--- config.mk ---
export PLATFORM = sky130hd
export DESIGN_NAME = core_top
export DESIGN_NICKNAME = d
export VERILOG_FILES = /design/src/hdl/core_pkg.sv /design/src/hdl/core_top.sv /design/src/hdl/wbu.sv /design/src/hdl/lsu.sv /design/src/hdl/exu.sv /design/src/hdl/idu.sv /design/src/hdl/ifu.sv
export SDC_FILE = /design/constraint.sdc
export NUM_CORES = 2
export LEC_CHECK = 0
export BUFFER_PORTS_ARGS = -buffer_cell sky130_fd_sc_hd__buf_4
export CORE_ASPECT_RATIO = 1.25
export CORE_UTILIZATION = 65
export CTS_CLUSTER_SIZE = 12
export DETAILED_ROUTE_END_ITERATION = 8
export PLACE_DENSITY_LB_ADDON = 0.15
export SLEW_MARGIN = 25
export SYNTH_ARGS = -nofsm -noshare
export SYNTH_HDL_FRONTEND = slang
export SYNTH_SLANG_ARGS = --single-unit
--- constraint.sdc ---
create_clock -name clk -period 23.5 [get_ports clk]
set_input_delay 3.525 -clock clk [delete_from_list [all_inputs] [get_ports clk]]
set_output_delay 3.525 -clock clk [all_outputs]
set_load 0.05 [all_outputs]
--- src/hdl/core_pkg.sv ---
package core_pkg;

    localparam int XLEN   = 64;
    localparam int REG_AW = 5;

    localparam logic [XLEN-1:0] RST_PC = 64'h0;

    // base opcodes of the kept instructions
    localparam logic [6:0] OPC_OP     = 7'b0110011;
    localparam logic [6:0] OPC_OP_IMM = 7'b0010011;
    localparam logic [6:0] OPC_LUI    = 7'b0110111;
    localparam logic [6:0] OPC_LOAD   = 7'b0000011;
    localparam logic [6:0] OPC_STORE  = 7'b0100011;
    localparam logic [6:0] OPC_BRANCH = 7'b1100011;
    localparam logic [6:0] OPC_JAL    = 7'b1101111;

    localparam logic [2:0] ALU_ADD    = 3'd0;
    localparam logic [2:0] ALU_SUB    = 3'd1;
    localparam logic [2:0] ALU_AND    = 3'd2;
    localparam logic [2:0] ALU_OR     = 3'd3;
    localparam logic [2:0] ALU_XOR    = 3'd4;
    localparam logic [2:0] ALU_PASS_B = 3'd5;

    typedef struct packed {
        logic [6:0]        funct7;
        logic [REG_AW-1:0] rs2;
        logic [REG_AW-1:0] rs1;
        logic [2:0]        funct3;
        logic [REG_AW-1:0] rd;
        logic [6:0]        opcode;
    } inst_r_t;

    typedef struct packed {
        logic [11:0]       imm;
        logic [REG_AW-1:0] rs1;
        logic [2:0]        funct3;
        logic [REG_AW-1:0] rd;
        logic [6:0]        opcode;
    } inst_i_t;

    // one fetched word, seen through either field layout
    typedef union packed {
        inst_r_t r;
        inst_i_t i;
    } inst_t;

    typedef struct packed {
        logic [XLEN-1:0] pc;
        inst_t           inst;
    } if_id_t;

    typedef struct packed {
        logic [XLEN-1:0]   pc;
        logic [REG_AW-1:0] rd;
        logic              rd_wen;
        logic [2:0]        alu_op;
        logic [XLEN-1:0]   operand_a;
        logic [XLEN-1:0]   operand_b;
        logic [XLEN-1:0]   store_data;
        logic              is_load;
        logic              is_store;
        logic              is_branch;
        logic              branch_ne;
        logic              is_jal;
        logic [XLEN-1:0]   branch_target;
    } id_ex_t;

    typedef struct packed {
        logic [REG_AW-1:0] rd;
        logic              rd_wen;
        logic [XLEN-1:0]   result;
        logic [XLEN-1:0]   store_data;
        logic              is_load;
        logic              is_store;
    } ex_ls_t;

    typedef struct packed {
        logic [REG_AW-1:0] rd;
        logic              rd_wen;
        logic [XLEN-1:0]   data;
    } ls_wb_t;

    typedef struct packed {
        logic [XLEN-1:0] addr;
        logic [XLEN-1:0] wdata;
        logic            write;
    } data_req_t;

    // destination of an instruction still in flight
    typedef struct packed {
        logic              valid;
        logic              wen;
        logic [REG_AW-1:0] rd;
    } busy_rd_t;

endpackage
--- src/hdl/core_top.sv ---
`timescale 1ns/1ns

module core_top (
    input  logic                      clk,
    input  logic                      rst_n,
    input  logic                      ifu_arready,
    output logic                      ifu_arvalid,
    output logic [core_pkg::XLEN-1:0] ifu_araddr,
    input  logic                      ifu_rvalid,
    output logic                      ifu_rready,
    input  logic [31:0]               ifu_rdata,
    output logic                      lsu_req_valid,
    input  logic                      lsu_req_ready,
    output core_pkg::data_req_t       lsu_req,
    input  logic                      lsu_rsp_valid,
    input  logic [core_pkg::XLEN-1:0] lsu_rsp_rdata
);

    logic                        redirect;
    logic [core_pkg::XLEN-1:0]   redirect_pc;
    logic                        if_id_valid;
    logic                        if_id_ready;
    core_pkg::if_id_t            if_id;
    logic                        id_ex_valid;
    logic                        id_ex_ready;
    core_pkg::id_ex_t            id_ex;
    logic                        ex_ls_valid;
    logic                        ex_ls_ready;
    core_pkg::ex_ls_t            ex_ls;
    logic                        ls_wb_valid;
    core_pkg::ls_wb_t            ls_wb;
    logic [core_pkg::REG_AW-1:0] rs1;
    logic [core_pkg::REG_AW-1:0] rs2;
    logic [core_pkg::XLEN-1:0]   src1;
    logic [core_pkg::XLEN-1:0]   src2;
    core_pkg::busy_rd_t          ex_busy_rd;
    core_pkg::busy_rd_t          ls_busy_rd;
    core_pkg::busy_rd_t          wb_busy_rd;

    // hazard view of EX/LS and LS/WB
    assign ex_busy_rd = '{valid: ex_ls_valid, wen: ex_ls.rd_wen, rd: ex_ls.rd};
    assign wb_busy_rd = '{valid: ls_wb_valid, wen: ls_wb.rd_wen, rd: ls_wb.rd};

    ifu u_ifu (.*);

    idu u_idu (.*, .flush(redirect));

    exu u_exu (.*);

    lsu u_lsu (.*);

    wbu u_wbu (.*);

endmodule

--- src/hdl/wbu.sv ---
`timescale 1ns/1ns

module wbu (
    input  logic                        clk,
    input  logic                        rst_n,
    input  logic [core_pkg::REG_AW-1:0] rs1,
    input  logic [core_pkg::REG_AW-1:0] rs2,
    output logic [core_pkg::XLEN-1:0]   src1,
    output logic [core_pkg::XLEN-1:0]   src2,
    input  logic                        ls_wb_valid,
    input  core_pkg::ls_wb_t            ls_wb
);

    localparam int NREGS = 1 << core_pkg::REG_AW;

    logic [core_pkg::XLEN-1:0] regs [NREGS];
    logic [NREGS-1:0]          written;
    logic                      wen;

    // x0 is never marked written
    assign wen = ls_wb_valid & ls_wb.rd_wen & (ls_wb.rd != '0);

    // unwritten registers read as zero after reset
    always_ff @(posedge clk or negedge rst_n) begin
        if (!rst_n) written <= '0;
        else if (wen) written[ls_wb.rd] <= 1'b1;
    end

    always_ff @(posedge clk) begin
        if (wen) regs[ls_wb.rd] <= ls_wb.data;
    end

    assign src1 = written[rs1] ? regs[rs1] : '0;
    assign src2 = written[rs2] ? regs[rs2] : '0;

endmodule

--- src/hdl/lsu.sv ---
`timescale 1ns/1ns

module lsu (
    input  logic                      clk,
    input  logic                      rst_n,
    input  logic                      ex_ls_valid,
    output logic                      ex_ls_ready,
    input  core_pkg::ex_ls_t          ex_ls,
    output logic                      lsu_req_valid,
    input  logic                      lsu_req_ready,
    output core_pkg::data_req_t       lsu_req,
    input  logic                      lsu_rsp_valid,
    input  logic [core_pkg::XLEN-1:0] lsu_rsp_rdata,
    output core_pkg::busy_rd_t        ls_busy_rd,
    output logic                      ls_wb_valid,
    output core_pkg::ls_wb_t          ls_wb
);

    logic busy;
    logic accept;
    logic is_mem;

    // ready only between memory operations
    assign ex_ls_ready = ~busy;
    assign accept      = ex_ls_valid & ex_ls_ready;
    assign is_mem      = ex_ls.is_load | ex_ls.is_store;
    // LS/WB already holds the destination of the pending op
    assign ls_busy_rd  = '{valid: busy, wen: ls_wb.rd_wen, rd: ls_wb.rd};

    always_ff @(posedge clk or negedge rst_n) begin
        if (!rst_n) begin
            busy          <= 1'b0;
            lsu_req_valid <= 1'b0;
            ls_wb_valid   <= 1'b0;
        end else begin
            ls_wb_valid <= (accept & ~is_mem) | (busy & lsu_rsp_valid);
            if (accept && is_mem) begin
                busy          <= 1'b1;
                lsu_req_valid <= 1'b1;
            end else if (lsu_rsp_valid) begin
                busy <= 1'b0;
            end
            if (lsu_req_valid && lsu_req_ready) lsu_req_valid <= 1'b0;
        end
    end

    always_ff @(posedge clk) begin
        if (accept) begin
            lsu_req.addr  <= ex_ls.result;
            lsu_req.wdata <= ex_ls.store_data;
            lsu_req.write <= ex_ls.is_store;
            ls_wb.rd      <= ex_ls.rd;
            ls_wb.rd_wen  <= ex_ls.rd_wen;
            ls_wb.data    <= ex_ls.result;
        end else if (busy && lsu_rsp_valid) begin
            ls_wb.data <= lsu_rsp_rdata;
        end
    end

endmodule

--- src/hdl/exu.sv ---
`timescale 1ns/1ns

module exu (
    input  logic                      clk,
    input  logic                      rst_n,
    input  logic                      id_ex_valid,
    output logic                      id_ex_ready,
    input  core_pkg::id_ex_t          id_ex,
    output logic                      redirect,
    output logic [core_pkg::XLEN-1:0] redirect_pc,
    output logic                      ex_ls_valid,
    input  logic                      ex_ls_ready,
    output core_pkg::ex_ls_t          ex_ls
);

    logic [core_pkg::XLEN-1:0] alu_res;
    logic                      accept;
    logic                      taken;

    assign id_ex_ready = ~ex_ls_valid | ex_ls_ready;
    assign accept      = id_ex_valid & id_ex_ready;

    always_comb begin
        case (id_ex.alu_op)
            core_pkg::ALU_SUB:    alu_res = id_ex.operand_a - id_ex.operand_b;
            core_pkg::ALU_AND:    alu_res = id_ex.operand_a & id_ex.operand_b;
            core_pkg::ALU_OR:     alu_res = id_ex.operand_a | id_ex.operand_b;
            core_pkg::ALU_XOR:    alu_res = id_ex.operand_a ^ id_ex.operand_b;
            core_pkg::ALU_PASS_B: alu_res = id_ex.operand_b;
            default:              alu_res = id_ex.operand_a + id_ex.operand_b;
        endcase
    end

    // beq when equal, bne when not
    assign taken = id_ex.is_jal |
                   (id_ex.is_branch & ((id_ex.operand_a == id_ex.operand_b) ^ id_ex.branch_ne));
    assign redirect    = accept & taken;
    assign redirect_pc = id_ex.branch_target;

    always_ff @(posedge clk or negedge rst_n) begin
        if (!rst_n) ex_ls_valid <= 1'b0;
        else if (accept) ex_ls_valid <= 1'b1;
        else if (ex_ls_ready) ex_ls_valid <= 1'b0;
    end

    always_ff @(posedge clk) begin
        if (accept) begin
            ex_ls.rd         <= id_ex.rd;
            ex_ls.rd_wen     <= id_ex.rd_wen;
            // link address for jal
            ex_ls.result     <= id_ex.is_jal ? id_ex.pc + 64'd4 : alu_res;
            ex_ls.store_data <= id_ex.store_data;
            ex_ls.is_load    <= id_ex.is_load;
            ex_ls.is_store   <= id_ex.is_store;
        end
    end

endmodule

--- src/hdl/idu.sv ---
`timescale 1ns/1ns

module idu (
    input  logic                        clk,
    input  logic                        rst_n,
    input  logic                        if_id_valid,
    output logic                        if_id_ready,
    input  core_pkg::if_id_t            if_id,
    input  logic                        flush,
    output logic [core_pkg::REG_AW-1:0] rs1,
    output logic [core_pkg::REG_AW-1:0] rs2,
    input  logic [core_pkg::XLEN-1:0]   src1,
    input  logic [core_pkg::XLEN-1:0]   src2,
    input  core_pkg::busy_rd_t          ex_busy_rd,
    input  core_pkg::busy_rd_t          ls_busy_rd,
    input  core_pkg::busy_rd_t          wb_busy_rd,
    output logic                        id_ex_valid,
    input  logic                        id_ex_ready,
    output core_pkg::id_ex_t            id_ex
);

    core_pkg::inst_t           inst;
    core_pkg::id_ex_t          dec;
    core_pkg::busy_rd_t        busy [4];
    logic [core_pkg::XLEN-1:0] imm_i;
    logic [core_pkg::XLEN-1:0] imm_s;
    logic [core_pkg::XLEN-1:0] imm_b;
    logic [core_pkg::XLEN-1:0] imm_u;
    logic [core_pkg::XLEN-1:0] imm_j;
    logic                      use_rs1;
    logic                      use_rs2;
    logic                      stall;
    logic                      accept;

    function automatic logic [2:0] alu_fn(input logic [2:0] f3, input logic sub);
        case (f3)
            3'b000:  return sub ? core_pkg::ALU_SUB : core_pkg::ALU_ADD;
            3'b100:  return core_pkg::ALU_XOR;
            3'b110:  return core_pkg::ALU_OR;
            3'b111:  return core_pkg::ALU_AND;
            default: return core_pkg::ALU_ADD;
        endcase
    endfunction

    assign inst = if_id.inst;
    assign rs1  = inst.r.rs1;
    assign rs2  = inst.r.rs2;

    // sign extension from the signed operand
    assign imm_i = $signed(inst.i.imm);
    assign imm_s = $signed({inst.r.funct7, inst.r.rd});
    assign imm_b = $signed({inst.r.funct7[6], inst.r.rd[0], inst.r.funct7[5:0],
                            inst.r.rd[4:1], 1'b0});
    assign imm_u = $signed({inst.r.funct7, inst.r.rs2, inst.r.rs1, inst.r.funct3, 12'h0});
    assign imm_j = $signed({inst.r.funct7[6], inst.r.rs1, inst.r.funct3, inst.r.rs2[0],
                            inst.r.funct7[5:0], inst.r.rs2[4:1], 1'b0});

    always_comb begin
        dec               = '0;
        dec.pc            = if_id.pc;
        dec.rd            = inst.r.rd;
        dec.alu_op        = core_pkg::ALU_ADD;
        dec.operand_a     = src1;
        dec.operand_b     = imm_i;
        dec.store_data    = src2;
        dec.branch_target = if_id.pc + imm_b;
        use_rs1           = 1'b0;
        use_rs2           = 1'b0;
        case (inst.r.opcode)
            core_pkg::OPC_OP: begin
                dec.rd_wen    = 1'b1;
                dec.alu_op    = alu_fn(inst.r.funct3, inst.r.funct7[5]);
                dec.operand_b = src2;
                use_rs1       = 1'b1;
                use_rs2       = 1'b1;
            end
            core_pkg::OPC_OP_IMM: begin
                dec.rd_wen = 1'b1;
                dec.alu_op = alu_fn(inst.i.funct3, 1'b0);
                use_rs1    = 1'b1;
            end
            core_pkg::OPC_LUI: begin
                dec.rd_wen    = 1'b1;
                dec.alu_op    = core_pkg::ALU_PASS_B;
                dec.operand_b = imm_u;
            end
            core_pkg::OPC_LOAD: begin
                dec.rd_wen  = 1'b1;
                dec.is_load = 1'b1;
                use_rs1     = 1'b1;
            end
            core_pkg::OPC_STORE: begin
                dec.is_store  = 1'b1;
                dec.operand_b = imm_s;
                use_rs1       = 1'b1;
                use_rs2       = 1'b1;
            end
            core_pkg::OPC_BRANCH: begin
                dec.is_branch = 1'b1;
                dec.branch_ne = inst.r.funct3[0];
                dec.operand_b = src2;
                use_rs1       = 1'b1;
                use_rs2       = 1'b1;
            end
            core_pkg::OPC_JAL: begin
                dec.rd_wen        = 1'b1;
                dec.is_jal        = 1'b1;
                dec.branch_target = if_id.pc + imm_j;
            end
            // unknown opcode flows on as a bubble
            default: ;
        endcase
    end

    // ID/EX, EX/LS, pending memory op and LS/WB
    assign busy[0] = '{valid: id_ex_valid, wen: id_ex.rd_wen, rd: id_ex.rd};
    assign busy[1] = ex_busy_rd;
    assign busy[2] = ls_busy_rd;
    assign busy[3] = wb_busy_rd;

    always_comb begin
        stall = 1'b0;
        for (int k = 0; k < 4; k++) begin
            if (busy[k].valid && busy[k].wen && busy[k].rd != '0) begin
                if ((use_rs1 && busy[k].rd == rs1) || (use_rs2 && busy[k].rd == rs2)) begin
                    stall = 1'b1;
                end
            end
        end
    end

    assign if_id_ready = ~stall & (~id_ex_valid | id_ex_ready);
    assign accept      = if_id_valid & if_id_ready;

    always_ff @(posedge clk or negedge rst_n) begin
        if (!rst_n) id_ex_valid <= 1'b0;
        else if (flush) id_ex_valid <= 1'b0;
        else if (accept) id_ex_valid <= 1'b1;
        else if (id_ex_ready) id_ex_valid <= 1'b0;
    end

    always_ff @(posedge clk) begin
        if (accept) id_ex <= dec;
    end

endmodule

--- src/hdl/ifu.sv ---
`timescale 1ns/1ns

module ifu (
    input  logic                      clk,
    input  logic                      rst_n,
    input  logic                      redirect,
    input  logic [core_pkg::XLEN-1:0] redirect_pc,
    input  logic                      ifu_arready,
    output logic                      ifu_arvalid,
    output logic [core_pkg::XLEN-1:0] ifu_araddr,
    input  logic                      ifu_rvalid,
    output logic                      ifu_rready,
    input  logic [31:0]               ifu_rdata,
    output logic                      if_id_valid,
    input  logic                      if_id_ready,
    output core_pkg::if_id_t          if_id
);

    logic [core_pkg::XLEN-1:0] pc;
    logic                      r_pend;
    logic                      drop;
    logic                      issue;
    logic                      r_fire;
    logic                      load;

    // one fetch at a time and none in a redirect cycle
    assign issue      = ~ifu_arvalid & ~r_pend & ~redirect;
    assign r_fire     = ifu_rvalid & ifu_rready;
    assign load       = r_fire & ~drop & ~redirect;
    assign ifu_rready = r_pend & (drop | ~if_id_valid | if_id_ready);

    always_ff @(posedge clk or negedge rst_n) begin
        if (!rst_n) begin
            pc          <= core_pkg::RST_PC;
            ifu_arvalid <= 1'b0;
            r_pend      <= 1'b0;
            drop        <= 1'b0;
            if_id_valid <= 1'b0;
        end else begin
            if (issue) ifu_arvalid <= 1'b1;
            else if (ifu_arready) ifu_arvalid <= 1'b0;

            if (ifu_arvalid && ifu_arready) r_pend <= 1'b1;
            else if (r_fire) r_pend <= 1'b0;

            // fetch still on the bus belongs to the old path
            if (redirect && (ifu_arvalid || (r_pend && !r_fire))) drop <= 1'b1;
            else if (r_fire) drop <= 1'b0;

            if (redirect) pc <= redirect_pc;
            else if (load) pc <= pc + 64'd4;

            if (redirect) if_id_valid <= 1'b0;
            else if (load) if_id_valid <= 1'b1;
            else if (if_id_ready) if_id_valid <= 1'b0;
        end
    end

    always_ff @(posedge clk) begin
        if (issue) ifu_araddr <= pc;
        if (load) begin
            if_id.pc   <= ifu_araddr;
            if_id.inst <= ifu_rdata;
        end
    end

endmodule

==> flow_metrics.env <==
export IMPL_worst_pin_slew_ns=1.236
export IMPL_cts_resized=0
export IMPL_yosys_area_top_type="edfxtp_1"
export IMPL_cts_tree="built"
export IMPL_setup_viol=0
export IMPL_timing_fmax_mhz=131.4
export IMPL_synth_edf_count=2876
export IMPL_crit_path_end_kind="primary output"
export IMPL_wirelength_mm=454.1
export IMPL_rsz0062_at_grt="false"
export IMPL_postCtsSetupRepairBufs=0
export IMPL_cts_sinks=2986
export IMPL_rows=192
export IMPL_yosys_top_cells_count="edfxtp_1 (2876), mux4_2 (1300), nor2_1 (459), a21oi_1 (448), nand2_1 (385)"
export IMPL_power_leakage_nw=52.47
export IMPL_yosysSeqAreaShare=0.6222
export IMPL_totalPowerFinal_mw=17.03
export IMPL_syn_area_per_cell_um2=17.16
export IMPL_reg2reg_setup_slack_ns=17.42
export IMPL_clock_skew_ns=0.05248
export IMPL_netlist_area_mm2=0.1432
export IMPL_dpl_cell_area_mm2=0.1491
export IMPL_area_growth_pct=10.19
export IMPL_synth_top_cells_by_area="edfxtp_1 (60%), mux4_2 (20%), ha_1 (2.2%), dfrtp_1 (1.8%), a21oi_1 (1.6%)"
export IMPL_clockBufferDepth=4
export IMPL_vias_per_cell=7.552
export IMPL_ir_worst_vdd_v=0.00007846
export IMPL_ys_flop_type="edfxtp_1"
export IMPL_startpoint_type="flop"
export IMPL_worst_slack_ns=15.89
export IMPL_die_h_um=526.8
export IMPL_clkLatencyLatePin_ns=0.90
export IMPL_cts_hold_buffers=0
export IMPL_grtUsageTotal=0.4093
export IMPL_wire_per_inst_um=38.73
export IMPL_drt_iter0_drc=13862
export IMPL_drv_slew=0
export IMPL_tns_ns=0
export IMPL_critPathMaxFanout=25
export IMPL_drive_gt1_frac=0.2678
export IMPL_numPortBuffers=297
export IMPL_final_net_count=9016
export IMPL_fin_area_mm2=0.1578
export IMPL_yosys_cell_types_count=118
export IMPL_cts_htree_levels=5
export IMPL_drt_pass1_iter_count=6
export IMPL_grt_max_degree=141
export IMPL_finalHoldViolations=0
export IMPL_die_area_mm2=0.2222
export IMPL_finalCriticalPeriod_ns=7.613
export IMPL_fin_crit_sh=0.3240
export IMPL_criticalPathCategory="reg2out"
export IMPL_synth_most_common_cell="edfxtp_1"
export IMPL_antenna_found_initial=40
export IMPL_crit_required_ns=19.98
export IMPL_cap_viol_max_count=0
export IMPL_dp_cells=11256
export IMPL_status="finished clean"
export IMPL_die_w_um=421.8
export IMPL_cts_root_buf="clkbuf_16"
export IMPL_grt_pass1_vias=87873
export IMPL_initial_utilization=0.6543
export IMPL_cts_buffers=305
export IMPL_grt_pass1_wl_mm=639.3
export IMPL_critPathArrivalTime_ns=4.09
export IMPL_clkTransAtPathRegs_ns=0.06
export IMPL_syn_inst=8346
export IMPL_pre_cts_slack_ns=16.88
export IMPL_fp_coreArea_mm2=0.2189
export IMPL_ys_ff_latch=2986
export IMPL_drc_errors=0
export IMPL_gp_congestion=0.9924
export IMPL_io_pins=298
export IMPL_ant_nets=0
export IMPL_layout_cells_non_filler=11725
export IMPL_async_reset_ff_frac=0.03516
export IMPL_hp_class="reg2reg"
export IMPL_grt_overflow=0
export IMPL_vias=88544
export IMPL_yosys_warnings=0
export IMPL_yosysTopAreaCellShare=0.6031
export IMPL_slew_headroom=0.1760
export IMPL_dpl_hpwl_mm=274.6
export IMPL_cellPowerDensity_mw_per_mm2=107.9
sequential cells by signal (all words and copies together) (netlist names), named ones only:
register             count
u_ifu.if_id_valid        1
u_ifu.drop               1
u_lsu.lsu_req_valid      1
u_idu.id_ex_valid        1
u_ifu.r_pend             1
u_exu.ex_ls            136
u_wbu.written           32
u_ifu.ifu_arvalid        1
u_ifu.pc                64
u_wbu.regs            2048
u_exu.ex_ls_valid        1
u_lsu.ls_wb             64
u_lsu.busy               1
u_idu.id_ex            333
u_ifu.ifu_araddr        64
u_lsu.ls_wb_valid        1
u_lsu.lsu_req          129
u_lsu.ls_busy_rd         6
u_ifu.if_id             96
power by group:
part / switching, mW / internal [mW]
combinational: 3.05 / 1.88
clock: 1.98 / 2.46
sequential: 0.726 / 6.94
total: 5.76 / 11.3
worst max-delay path, stage by stage, from the launching register on:
cell	delay, ns
edfxtp_1	0.49
buf_4	0.76
xor2_1	0.15
a2111oi_1	0.46
nand4_1	0.17
a221oi_2	0.32
a211oi_2	0.13
nand2b_1	0.23
nor2_1	0.20
nor2b_1	0.08
buf_4	0.19
per-stage QoR:
| stage | hold WS (ns) | util |
|---|---|---|
| after floorplan | 0.4003 | - |
| after global placement | 0.3855 | 0.6807 |
| after detailed placement | 0.4045 | 0.6812 |
| after CTS | 0.4098 | 0.7205 |
| after global routing | 0.4105 | 0.7208 |
| final | 0.4146 | 0.7210 |
area by class of cell:
type | instances | area [um^2]
repair buffers | 481 | 3876
well taps | 2910 | 3641
flip-flops and latches | 2986 | 89110
fillers | 12958 | 61060
diodes | 15 | 37.54
clock buffers | 395 | 8117
multi-input cells | 4635 | 51600
clock inverters | 56 | 475.5
inverters | 247 | 927.1
kinds of logic (layout without fill, tap and decap cells):
| family | after synthesis | count (layout) | share of synthesized area |
|---|---|---|---|
| buffers and inverters | 788 | 1179 | 0.02148 |
| other | 1 | 79 | 0.00002619 |
| XOR/XNOR | 256 | 256 | 0.01566 |
| flip-flops | 2986 | 2986 | 0.6222 |
| multiplexers | 1503 | 1503 | 0.2194 |
| AO/OA/AOI/OAI | 1207 | 1207 | 0.05509 |
| AND/OR/NAND/NOR | 1347 | 1347 | 0.04346 |
| adder cells (fa/ha/maj) | 258 | 258 | 0.02270 |
cell usage in the layout, fill, tap and decap left out, types with 27 or more instances in the layout:
cell and instances:
xnor2_1 141, a221oi_1 42, a21oi_1 446, dfrtp_1 105
or2_2 41, clkbuf_1 81, o22ai_1 45, clkinv_1 27
o31ai_1 28, clkbuf_16 310, o21a_1 29, buf_4 460
mux4_2 1300, a21o_1 65, o21bai_1 52, nor3_1 69
edfxtp_1 2876, nor2_1 423, nor2b_1 28, mux2i_1 122
nand2b_1 67, a211oi_1 29, nor2_4 32, mux2_2 79
ha_1 255, a221o_1 32, o21ai_0 178, nand4_1 49
inv_1 245, nand2_1 384, and3_1 46, conb_1 64
nand3_1 89, xor2_1 115
routing by layer:
layer	up-vias	routed length (um)	share of wire	track usage
met3	1466	59230	0.13	0.1124
met2	7235	214900	0.47	0.6397
met1	45266	150100	0.33	0.5246
li1	34553	-	-	-
met5	-	149	0.00033	0
met4	24	29700	0.065	0.2275
final timing paths:
kind,to,cells after the start,startpoint
max in group asynchronous,u_wbu.written[20]$_DFFE_PN0P_,2,rst_n
min in group asynchronous,u_ifu.pc[62]$_DFFE_PN0P_,1,rst_n
min reg2reg,u_lsu.lsu_req[40]$_DFFE_PP_,0,u_exu.ex_ls[41]$_DFFE_PP_
max reg2reg,u_idu.id_ex[184]$_DFFE_PP_,10,flop
min,u_lsu.lsu_req[40]$_DFFE_PP_,0,u_exu.ex_ls[41]$_DFFE_PP_
max,ifu_rready,10,u_ifu.if_id[19]$_DFFE_PN_
Note: power is estimated with default switching activity, not from simulation.
